<file path="config.mk">
export PLATFORM = sky130hd
export DESIGN_NAME = motor_ctrl_top
export DESIGN_NICKNAME = d
export VERILOG_FILES = /design/src/bldc_pkg.sv /design/src/duty_if.sv /design/src/duty_calc.sv /design/src/motor_ctrl_top.sv /design/src/phase_angle.sv /design/src/pwm_bank.sv /design/src/shift_add_mult.sv /design/src/sine_rom.sv
export SDC_FILE = /design/constraint.sdc
export NUM_CORES = 1
export LEC_CHECK = 0
export BUFFER_PORTS_ARGS = -buffer_cell sky130_fd_sc_hd__buf_2
export CORE_AREA = 10 10 148 150
export DETAILED_ROUTE_END_ITERATION = 6
export DIE_AREA = 0 0 158 160
export PLACE_DENSITY = 0.78
export REMOVE_ABC_BUFFERS = 1
export SYNTH_ARGS = -nofsm -noshare
export SYNTH_HDL_FRONTEND = slang
export SYNTH_SLANG_ARGS = --single-unit
</file>
<file path="constraint.sdc">
create_clock -name clk -period 7.73 [get_ports clk]
set_clock_uncertainty 0.1 [all_clocks]
set_input_delay 1.1595 -clock clk [delete_from_list [all_inputs] [get_ports clk]]
set_output_delay 1.1595 -clock clk [all_outputs]
set_load 0.02 [all_outputs]
</file>
<file path="src/bldc_pkg.sv">
`default_nettype none

package bldc_pkg;

    // Widths
    typedef logic [5:0]         angle_t;     // Modulo 64 electrical angle
    typedef logic [7:0]         sine_t;
    typedef logic [7:0]         volt_t;      // 0 to VOLT_MAX
    typedef logic [7:0]         duty_t;      // PWM ticks high per period
    typedef logic signed [15:0] velocity_t;
    typedef logic signed [7:0]  offset_t;
    typedef logic [15:0]        feedback_t;

    typedef enum logic [1:0] {
        mode_run,
        mode_calibrate,
        mode_test
    } mode_e;

    // Sine table geometry
    localparam int TABLE_LEN   = 64;
    localparam int LEAD_ANGLE  = 16;  // Quarter turn
    localparam int PHASE_V_OFS = 21;
    localparam int PHASE_W_OFS = 42;
    localparam int FB_SHIFT    = 4;

    // Voltage saturation, also the duty divisor
    localparam int VOLT_MAX = 100;

    // PWM timing
    localparam int PWM_DIV    = 4;
    localparam int PWM_PERIOD = 255;

    // Holding register depth in the PWM bank
    localparam int DUTY_CREDITS = 1;

endpackage

`default_nettype wire

</file>
<file path="src/duty_if.sv">
`timescale 1ns/100ps
`default_nettype none

interface duty_if
    import bldc_pkg::*;
();

    duty_t duty_u;
    duty_t duty_v;
    duty_t duty_w;
    logic  duty_valid;  // One cycle, marks a complete set
    logic  credit;      // Returned when the set goes active

    modport src (
        output duty_u, duty_v, duty_w, duty_valid,
        input  credit
    );

    modport snk (
        input  duty_u, duty_v, duty_w, duty_valid,
        output credit
    );

endinterface

`default_nettype wire

</file>
<file path="src/duty_calc.sv">
`timescale 1ns/100ps
`default_nettype none

module duty_calc
    import bldc_pkg::*;
(
    input  logic   clk,
    input  logic   rst_n,
    input  angle_t angle_u,
    input  angle_t angle_v,
    input  angle_t angle_w,
    input  volt_t  volt,
    duty_if.src    dif
);

    typedef enum logic [2:0] {
        idle,
        lookup,
        multiply,
        store,
        send
    } calc_state_e;

    calc_state_e state;
    logic [1:0]  ph;  // 0 u, 1 v, 2 w
    angle_t      ang_u_s;
    angle_t      ang_v_s;
    angle_t      ang_w_s;
    angle_t      rom_angle;
    volt_t       volt_s;
    sine_t       sine_val;
    logic        mult_start;
    logic        mult_done;
    logic [15:0] mult_product;
    duty_t       quot;
    logic [1:0]  credits;
    logic        send_fire;

    always_comb begin
        case (ph)
            2'd0:    rom_angle = ang_u_s;
            2'd1:    rom_angle = ang_v_s;
            default: rom_angle = ang_w_s;
        endcase
    end

    assign mult_start = (state == lookup);
    assign quot       = duty_t'(mult_product / VOLT_MAX);
    assign send_fire  = (state == send) && (credits != '0);

    sine_rom rom_i (
        .angle (rom_angle),
        .value (sine_val)
    );

    shift_add_mult mult_i (
        .clk     (clk),
        .rst_n   (rst_n),
        .start   (mult_start),
        .a       (sine_val),
        .b       (volt_s),
        .product (mult_product),
        .done    (mult_done)
    );

    always_ff @(posedge clk or negedge rst_n) begin
        if (!rst_n) begin
            state <= idle;
            ph    <= '0;
        end else begin
            case (state)
                idle: begin
                    ph    <= '0;
                    state <= lookup;
                end
                lookup:   state <= multiply;
                multiply: if (mult_done) state <= store;
                store: begin
                    if (ph == 2'd2) begin
                        state <= send;
                    end else begin
                        ph    <= ph + 2'd1;
                        state <= lookup;
                    end
                end
                send:     if (send_fire) state <= idle;  // Stall here without credit
                default:  state <= idle;
            endcase
        end
    end

    // Snapshot of the live commands for one set
    always_ff @(posedge clk) begin
        if (state == idle) begin
            ang_u_s <= angle_u;
            ang_v_s <= angle_v;
            ang_w_s <= angle_w;
            volt_s  <= volt;
        end
        if (state == store) begin
            case (ph)
                2'd0:    dif.duty_u <= quot;
                2'd1:    dif.duty_v <= quot;
                default: dif.duty_w <= quot;
            endcase
        end
    end

    always_ff @(posedge clk or negedge rst_n) begin
        if (!rst_n) begin
            credits        <= 2'(DUTY_CREDITS);
            dif.duty_valid <= 1'b0;
        end else begin
            dif.duty_valid <= send_fire;
            credits        <= credits + 2'(dif.credit) - 2'(send_fire);
        end
    end

    a_credit_max: assert property (@(posedge clk) disable iff (!rst_n)
        credits <= 2'(DUTY_CREDITS))
        else $error("duty_calc: credit count above limit");

endmodule

`default_nettype wire

</file>
<file path="src/motor_ctrl_top.sv">
`timescale 1ns/100ps
`default_nettype none

module motor_ctrl_top
    import bldc_pkg::*;
(
    input  logic      clk,
    input  logic      rst_n,
    input  logic      enable,
    input  mode_e     mode,
    input  velocity_t velocity,
    input  offset_t   offset,
    input  feedback_t feedback,
    output logic      u,
    output logic      v,
    output logic      w,
    output logic      u_n,
    output logic      v_n,
    output logic      w_n
);

    angle_t angle_u;
    angle_t angle_v;
    angle_t angle_w;
    volt_t  volt;

    duty_if dif_i ();

    phase_angle angle_i (
        .clk      (clk),
        .rst_n    (rst_n),
        .mode     (mode),
        .velocity (velocity),
        .offset   (offset),
        .feedback (feedback),
        .angle_u  (angle_u),
        .angle_v  (angle_v),
        .angle_w  (angle_w),
        .volt     (volt)
    );

    duty_calc calc_i (
        .clk     (clk),
        .rst_n   (rst_n),
        .angle_u (angle_u),
        .angle_v (angle_v),
        .angle_w (angle_w),
        .volt    (volt),
        .dif     (dif_i.src)
    );

    pwm_bank pwm_i (
        .clk    (clk),
        .rst_n  (rst_n),
        .enable (enable),
        .dif    (dif_i.snk),
        .u      (u),
        .v      (v),
        .w      (w),
        .u_n    (u_n),
        .v_n    (v_n),
        .w_n    (w_n)
    );

endmodule

`default_nettype wire

</file>
<file path="src/phase_angle.sv">
`timescale 1ns/100ps
`default_nettype none

module phase_angle
    import bldc_pkg::*;
(
    input  logic      clk,
    input  logic      rst_n,
    input  mode_e     mode,
    input  velocity_t velocity,
    input  offset_t   offset,
    input  feedback_t feedback,
    output angle_t    angle_u,
    output angle_t    angle_v,
    output angle_t    angle_w,
    output volt_t     volt
);

    angle_t            fb_angle;
    angle_t            lead;
    angle_t            base;
    logic signed [16:0] vel_ext;
    logic [16:0]       vel_mag;
    volt_t             volt_next;

    always_comb begin
        fb_angle = angle_t'(feedback >> FB_SHIFT);
        if (velocity > 0) begin
            lead = angle_t'(LEAD_ANGLE);
        end else if (velocity < 0) begin
            lead = angle_t'(-LEAD_ANGLE);  // Wraps to 48
        end else begin
            lead = '0;
        end

        case (mode)
            mode_test:      base = angle_t'(offset);  // Feedback ignored
            mode_calibrate: base = fb_angle + angle_t'(offset);
            default:        base = fb_angle + angle_t'(offset) + lead;
        endcase

        // Magnitude with one spare bit so -32768 survives
        vel_ext = velocity;
        vel_mag = vel_ext[16] ? 17'(-vel_ext) : 17'(vel_ext);
        volt_next = (vel_mag > VOLT_MAX) ? volt_t'(VOLT_MAX) : volt_t'(vel_mag);
    end

    always_ff @(posedge clk or negedge rst_n) begin
        if (!rst_n) begin
            angle_u <= '0;
            angle_v <= '0;
            angle_w <= '0;
            volt    <= '0;
        end else begin
            angle_u <= base;
            angle_v <= base + angle_t'(PHASE_V_OFS);
            angle_w <= base + angle_t'(PHASE_W_OFS);
            volt    <= volt_next;
        end
    end

endmodule

`default_nettype wire

</file>
<file path="src/pwm_bank.sv">
`timescale 1ns/100ps
`default_nettype none

module pwm_bank
    import bldc_pkg::*;
(
    input  logic clk,
    input  logic rst_n,
    input  logic enable,
    duty_if.snk  dif,
    output logic u,
    output logic v,
    output logic w,
    output logic u_n,
    output logic v_n,
    output logic w_n
);

    logic [1:0] pre;
    logic       tick;
    logic       period_end;
    logic       load;
    duty_t      cnt;
    duty_t      hold_u;
    duty_t      hold_v;
    duty_t      hold_w;
    duty_t      act_u;
    duty_t      act_v;
    duty_t      act_w;
    logic       full;  // Holding register occupied
    logic       hi_u;
    logic       hi_v;
    logic       hi_w;

    assign tick       = (pre == 2'(PWM_DIV - 1));
    assign period_end = tick && (cnt == duty_t'(PWM_PERIOD - 1));
    assign load       = period_end && full;
    assign dif.credit = load;

    always_ff @(posedge clk or negedge rst_n) begin
        if (!rst_n) begin
            pre   <= '0;
            cnt   <= '0;
            full  <= 1'b0;
            act_u <= '0;
            act_v <= '0;
            act_w <= '0;
        end else begin
            pre <= tick ? 2'd0 : pre + 2'd1;
            if (tick) begin
                cnt <= period_end ? duty_t'(0) : cnt + duty_t'(1);
            end
            if (load) begin
                act_u <= hold_u;
                act_v <= hold_v;
                act_w <= hold_w;
                full  <= 1'b0;
            end else if (dif.duty_valid) begin
                full <= 1'b1;
            end
        end
    end

    always_ff @(posedge clk) begin
        if (dif.duty_valid) begin
            hold_u <= dif.duty_u;
            hold_v <= dif.duty_v;
            hold_w <= dif.duty_w;
        end
    end

    assign hi_u = (cnt < act_u);
    assign hi_v = (cnt < act_v);
    assign hi_w = (cnt < act_w);

    // Enable low parks both switches of every leg
    assign u   = enable & hi_u;
    assign v   = enable & hi_v;
    assign w   = enable & hi_w;
    assign u_n = enable & ~hi_u;
    assign v_n = enable & ~hi_v;
    assign w_n = enable & ~hi_w;

    a_hold_free: assert property (@(posedge clk) disable iff (!rst_n)
        dif.duty_valid |-> !full)
        else $error("pwm_bank: duty set while holding register full");

endmodule

`default_nettype wire

</file>
<file path="src/shift_add_mult.sv">
`timescale 1ns/100ps
`default_nettype none

module shift_add_mult (
    input  logic        clk,
    input  logic        rst_n,
    input  logic        start,
    input  logic [7:0]  a,
    input  logic [7:0]  b,
    output logic [15:0] product,
    output logic        done
);

    logic [15:0] mcand;  // Multiplicand, moves left each step
    logic [7:0]  mplier;
    logic [2:0]  steps;
    logic        busy;

    always_ff @(posedge clk or negedge rst_n) begin
        if (!rst_n) begin
            busy  <= 1'b0;
            done  <= 1'b0;
            steps <= '0;
        end else if (start && !busy) begin
            busy  <= 1'b1;
            done  <= 1'b0;
            steps <= 3'd7;  // Bit 0 handled at load
        end else if (busy) begin
            steps <= steps - 3'd1;
            if (steps == 3'd1) begin
                busy <= 1'b0;
                done <= 1'b1;
            end
        end
    end

    always_ff @(posedge clk) begin
        if (start && !busy) begin
            product <= b[0] ? {8'd0, a} : 16'd0;
            mcand   <= {7'd0, a, 1'b0};
            mplier  <= b >> 1;
        end else if (busy) begin
            if (mplier[0]) begin
                product <= product + mcand;
            end
            mcand  <= mcand << 1;
            mplier <= mplier >> 1;
        end
    end

    a_start_idle: assert property (@(posedge clk) disable iff (!rst_n) busy |-> !start)
        else $error("shift_add_mult: start while busy");

    a_done_latency: assert property (@(posedge clk) disable iff (!rst_n)
        start |=> !done [*7] ##1 done)
        else $error("shift_add_mult: done not 8 cycles after start");

endmodule

`default_nettype wire

</file>
<file path="src/sine_rom.sv">
`timescale 1ns/100ps
`default_nettype none

module sine_rom
    import bldc_pkg::*;
(
    input  angle_t angle,
    output sine_t  value
);

    logic [4:0] pos;  // Position inside the half wave
    logic [4:0] idx;
    sine_t      q;

    always_comb begin
        pos = angle[4:0];
        // Falling part of each half reads the quarter backwards
        if (pos > 5'(TABLE_LEN / 4)) begin
            idx = 5'(TABLE_LEN / 2 - pos);
        end else begin
            idx = pos;
        end

        case (idx)
            5'd0:    q = 8'd127;
            5'd1:    q = 8'd139;
            5'd2:    q = 8'd151;
            5'd3:    q = 8'd163;
            5'd4:    q = 8'd175;
            5'd5:    q = 8'd186;
            5'd6:    q = 8'd197;
            5'd7:    q = 8'd207;
            5'd8:    q = 8'd216;
            5'd9:    q = 8'd225;
            5'd10:   q = 8'd232;
            5'd11:   q = 8'd239;
            5'd12:   q = 8'd244;
            5'd13:   q = 8'd248;
            5'd14:   q = 8'd251;
            5'd15:   q = 8'd253;
            default: q = 8'd254;  // Peak
        endcase

        // Negative half runs one step under the mirror and clips at zero
        if (!angle[5] || idx == '0) begin
            value = q;
        end else if (q >= 8'd253) begin
            value = '0;
        end else begin
            value = 8'd253 - q;
        end
    end

endmodule

`default_nettype wire

</file>
### Word-level counts from Yosys, hierarchy flattened

Memory sizes are Yosys's and may differ from the RTL's.
Cells that the tools add are included.

* bits of input ports: 45
* word-level logic and storage cells: 139
* memories: 1
* bits in latches: 0
* register bits: 186
* RAM bits: 0
* output and inout bits: 6
* bits in read-only memories: 128

Memories
* (no name shown): words 16, width 8, read ports 1, clocked after Yosys merged registers in 0, wr ports 0, RTL line sine_rom.sv:24 `case (idx)`

* magnitude comparators: 8
* reductions and logical operators: 24
* shift-type cells: 0
* div/mod/pow operators: 1
* bitwise gates (word level): 10
* $add $sub $neg: 14
* $mul: 0
* multiplexer cells: 36
* equal/unequal tests: 14

Operators with widths (number)
* $mux W16: 3
* $mux W8: 6
* $div A16 B7 Y32 const B: 1
* $lt A8 B8 Y1: 3
* $pmux W6 S2: 2
* $mux W9: 2
* $gt A17 B7 Y1 const B: 1
* $mux W17: 1
* $neg A16 Y17: 1
* $add A16 B16 Y16: 1
* $gt A16 B1 Y1 const B: 1
* $lt A16 B1 Y1 const B: 1
* $mux W3: 5
* $pmux W3 S5: 1
* $mux W7: 2
* $reduce_and A2 Y1: 7
* $add A6 B6 Y6: 2
* $mux W6: 2
* $reduce_bool A2 Y1: 6
* $add A8 B1 Y8 const B: 1
* $eq A8 B8 Y1 const B: 1
* $ge A8 B8 Y1 const B: 1
* $mux W1: 8
* $sub A8 B8 Y8 const A: 1
* other kinds (27): 47

### Logic depth before layout (Yosys ltp)

An unclocked memory read counts as a cell.

* word-level depth: 11
* mapped depth: 29
* gate-level depth less buffers: 24

### By module

From an unflattened synthesis, not the netlist that was laid out.

* cell total of the unflattened synthesis: 1190
* area, all modules: 12205.5 um^2

Modules (own cells, without submodules)
* duty_calc: sequential area each 1702.9 um^2, instances 1, area each 4332.9 um^2, cells an instance 429
* pwm_bank: sequential area each 1596.5 um^2, instances 1, area each 2811.4 um^2, cells an instance 204
* shift_add_mult: sequential area each 1196.1 um^2, instances 1, area each 2384.8 um^2, cells an instance 238
* phase_angle: sequential area each 625.6 um^2, instances 1, area each 1719.1 um^2, cells an instance 186
* sine_rom: sequential area each 0.0 um^2, instances 1, area each 957.2 um^2, cells an instance 133

### Least setup slack after synthesis

No wires, ideal clock.

* kind: register to register
* from: reg calc_i.mult_i.product[12]
* to: reg calc_i.dif.duty_u[0] (data pin)
* cell stages (with the launch flop): 27
* data required time: 7359 ps
* clock period less this slack: 6869 ps
* arrival: 6498 ps
* buffers on the path: 2
* library setup time: 271 ps
* path slack: 861 ps
* cell sequence: edfxtp_1 -> buf_6 -> nor3_4 -> nor2_1 -> ha_1 -> nand4b_1 -> o22a_1 -> buf_2 -> o2111a_1 -> or4_4 -> and3_4 -> maj3_2 -> o2bb2ai_2 -> mux2i_1 -> a211oi_4 -> a21boi_4 -> mux2i_2 -> nand4_2 -> a31o_2 -> a31o_4 -> a21oi_4 -> o22ai_1 -> xnor2_1 -> mux2_2 -> or2_0 -> a311oi_1 -> o31ai_1

* word-level cells in the longest chain between the ends: 1

RTL lines
* start: declaration: RTL line shift_add_mult.sv:10 `output logic [15:0] product,`
* start signal: assignment: RTL line shift_add_mult.sv:39 `product <= b[0] ? {8'd0, a} : 16'd0;`
* start signal: assignment: RTL line shift_add_mult.sv:44 `product <= product + mcand;`
* $div A16 B7 Y32: RTL line duty_calc.sv:48 `assign quot = duty_t'(mult_product / VOLT_MAX);`
* named net calc_i.quot[0]: RTL line duty_calc.sv:35 `duty_t quot;`
* end signal: assignment: RTL line duty_calc.sv:102 `2'd0: dif.duty_u <= quot;`
* end: declaration: RTL line duty_if.sv:15 `output duty_u, duty_v, duty_w, duty_valid,`

The timed path passes the listed nets, and every way through them passes these cells.
A chain may end at the register's enable or synchronous reset.

### Worst setup path in the final report

* from: reg calc_i.mult_i.product[13]
* to: reg calc_i.dif.duty_w[0] (data pin)

* word-level cells in the longest chain between the ends: 1

RTL lines
* $div A16 B7 Y32: RTL line duty_calc.sv:48
* named net calc_i.quot[0]: RTL line duty_calc.sv:35
* end signal: assignment: RTL line duty_calc.sv:104 `default: dif.duty_w <= quot;`
* end: declaration: RTL line duty_if.sv:15

The timed path passes the listed nets, and every way through them passes these cells.

==> flow_summary.ini <==
[yosys]
synth_ff_type = edfxtp_1
async_flop_share_pct = 39.7
netlist.area_leader.share_pct = 27.7
yosys_register_bits = 184
synth-seq-area-share_pct = 45.2
synth_cell_type_count = 112
synth_edf_count = 104
ys_warn_count = 0
synth_area_mm2 = 0.0113
synth_area_leaders = edfxtp_1, dfrtp_1, ha_1, nand2_1, o21ai_0
syn_area_per_cell_um2 = 10.0
synth_largest_area_cell = edfxtp_1
syn_inst = 1120

[min_path]
hold_start = calc_i.dif.duty_v[6]
hp-class = flop to flop

[floorplanning]
initial_utilization_pct = 59.0
fp.dieW_um = 158
dieArea_mm2 = 0.0253
die_h_um = 160
core_mm2 = 0.0191
pin_count = 51
rows = 51

[route]
totalWireLength_mm = 22.9
drc = 0
drt_iter0_drc = 483
firstDrtPassIters = 5
avgViaCountPerCell = 6.03
antenna_left = 0
vias = 8480
wl_per_cell_um = 16.3

[sta]
relSlewSlack_pct = 30.7
hold_slack_ns = 0.309
tightest_slew_ns = 1.04
fmax_mhz = 135
fin_crit_ns = 7.41
setup_viol_count_final = 0
fin_crit_sh_pct = 95.9
hold_viol = 0
final_max_slew_viol_count = 0

[setup_path]
cp.required_ns = 7.81
critPathArrivalTime_ns = 7.49
crit_type = flop to flop
start_kind = flop
ff2ff_setup_slack_ns = 0.32
path_max_fanout = 8
r2r-start = calc_i.mult_i.product[13]
endpoint_kind = flop
critPathLaunch = calc_i.mult_i.product[13]

[place]
placed_cell_area_mm2 = 0.0117
dp_cells = 1371
place_congestion = 0.905
io_buffers = 38
dpl.hpwl_mm = 16.4

[clocking]
ctsHtreeMaxLevel = 4
cts_num_sinks = 184
path_clk_slew_ns = 0.07
cts_inserted_buffers = 17
cts_hold_buf = 0
clock_latency_ns = 0.43
clock_path_buffers = 2
root_buffer = clkbuf_16
cts_tree = yes

[cells_and_area]
area_delta_synth_final_pct = 9.69
antenna_cells = 0
final_cell_area_mm2 = 0.0123
layout.nets = 1270
layout.cells.non_filler = 1406
drive_above_1_share_pct = 12.6

[power]
p_leak_nw = 4.90
p_per_area_mw_per_mm2 = 167
finalPower_mw = 2.07
irDropWorstVdd_uv = 147

[global_route]
grt_max_degree = 74
antenna_found_initial = 0
grt_util_all_layers_pct = 18.4
grt_pass1_vias = 8311
grt-ovfl-total = 0
grt_pass1_wl_mm = 38.8

[job]
maxCapViolCount = 0

[status]
status = completed
-- cells by family (layout without fill, tap and decap cells) --
family	Yosys count	count (layout)	synth area share, %
other	1	1	0.0333
AO/OA/AOI/OAI	323	323	20.6
adder cells (fa/ha/maj)	75	75	8.38
multiplexers	14	14	1.47
flip-flops	184	184	45.2
XOR/XNOR	60	60	4.74
AND/OR/NAND/NOR	342	342	15.2
buffers and inverters	121	169	4.42
-- report_power, final --
part	internal [mW]	switching, mW
registers	1.06	0.00536
clock network	0.532	0.373
logic	0.0399	0.0561
-- final cells by class --
class,instances,area [µm²]
inverters,80,300
fillers,1439,6730
flip-flops and latches,184,5090
well taps,238,298
repair buffers,57,335
clock buffers,23,500
clock inverters,9,126
multi-input cells,815,5700
-- cells in the final DEF, fill, tap and decap left out, drive strengths merged, types with 8 or more instances in the layout --
| cell | n |
|---|---|
| o21ai | 78 |
| nor2 | 79 |
| xor2 | 18 |
| a22o | 21 |
| nor3 | 32 |
| nand2b | 15 |
| ha | 68 |
| and2 | 18 |
| inv | 83 |
| a31oi | 8 |
| xnor2 | 42 |
| buf | 57 |
| nand2 | 106 |
| o21a | 8 |
| dfrtp | 72 |
| o211ai | 8 |
| o22ai | 10 |
| clkbuf | 23 |
| a211oi | 9 |
| o21bai | 11 |
| or3 | 9 |
| nor2b | 15 |
| edfxtp | 104 |
| nand3 | 27 |
| a21oi | 73 |
| a21o | 15 |
-- worst paths after layout --
check,to,cells after the start
worst max-delay path,calc_i.dif.duty_w[0],26
worst min register to register,pwm_i.hold_v[6],0
max in group asynchronous,calc_i.mult_i.busy,1
worst min-delay path,pwm_i.hold_v[6],0
worst max register to register,calc_i.dif.duty_w[0],26
min in group asynchronous,pwm_i.act_w[5],1
-- synthesized netlist by cell type (all sizes together) (10+ instances only) --
| library cell | n |
|---|---|
| nand2b | 15 |
| nor3 | 32 |
| and2 | 18 |
| inv | 78 |
| edfxtp | 104 |
| o22ai | 10 |
| nor2 | 79 |
| clkbuf | 25 |
| a22o | 21 |
| o21ai | 78 |
| xnor2 | 42 |
| buf | 16 |
| nor2b | 15 |
| nand3 | 27 |
| a21o | 15 |
| ha | 68 |
| nand2 | 106 |
| xor2 | 18 |
| o21bai | 11 |
| a21oi | 73 |
| dfrtp | 72 |
-- critical path, stage by stage, from the launching register on --
cell,delay (ns)
edfxtp_1,0.42
nor3_4,0.38
nor2_1,0.08
ha_1,0.32
nand4b_1,0.23
o22a_1,0.28
o2111a_1,0.18
or4_1,0.67
and3_4,0.25
maj3_2,0.33
o2bb2ai_2,0.21
mux2i_2,0.36
a211oi_4,0.09
buf_4,0.19
a211o_1,0.27
nand3_1,0.18
nand4_2,0.20
a31o_2,0.34
a31o_4,0.27
a21oi_4,0.25
o22ai_1,0.14
xnor2_1,0.19
mux2_2,0.38
or2_0,0.24
a311oi_1,0.32
o31ai_1,0.13
buf_4,0.16
-- flip-flops by register name (all words and copies together), names as in the netlist, 3 cells and up --
name,count
calc_i.mult_i.product,16
calc_i.mult_i.mcand,15
angle_i.volt,8
calc_i.dif.duty_u,8
calc_i.dif.duty_v,8
calc_i.dif.duty_w,8
calc_i.volt_s,8
pwm_i.act_u,8
pwm_i.act_v,8
pwm_i.act_w,8
pwm_i.cnt,8
pwm_i.hold_u,8
pwm_i.hold_v,8
pwm_i.hold_w,8
calc_i.mult_i.mplier,7
angle_i.angle_u,6
angle_i.angle_v,6
calc_i.ang_v_s,6
calc_i.ang_w_s,6
angle_i.angle_w,5
calc_i.ang_u_s,5
calc_i.mult_i.steps,3
calc_i.state,3
-- what timing repair did --
action / CTS / global route
gates resized for setup: 0 / 4
setup buffers: 0 / 3
setup endpoints to repair: 0 / 3
-- layer usage --
layer	share of wire (%)	vias to the layer above	wire length, µm	GRT usage (%)
met2	51	220	11600	31.6
met5	0	-	0	0
met4	2.0	0	462	6.61
li1	-	4167	-	-
met3	4.4	33	1010	3.33
met1	43	4060	9850	22.5
-- per-stage QoR --
step	setup TNS, ns	util (%)	worst slack [ns]
2_1_floorplan	0	-	0.754
3_3_place_gp	0	61.2	0.457
3_5_place_dp	0	61.2	0.260
4_1_cts	0	64.5	0.257
5_1_grt	-0.00295	64.7	-0.00123
6_report	0	64.7	0.319
Note: power is estimated with default switching activity, not from simulation.
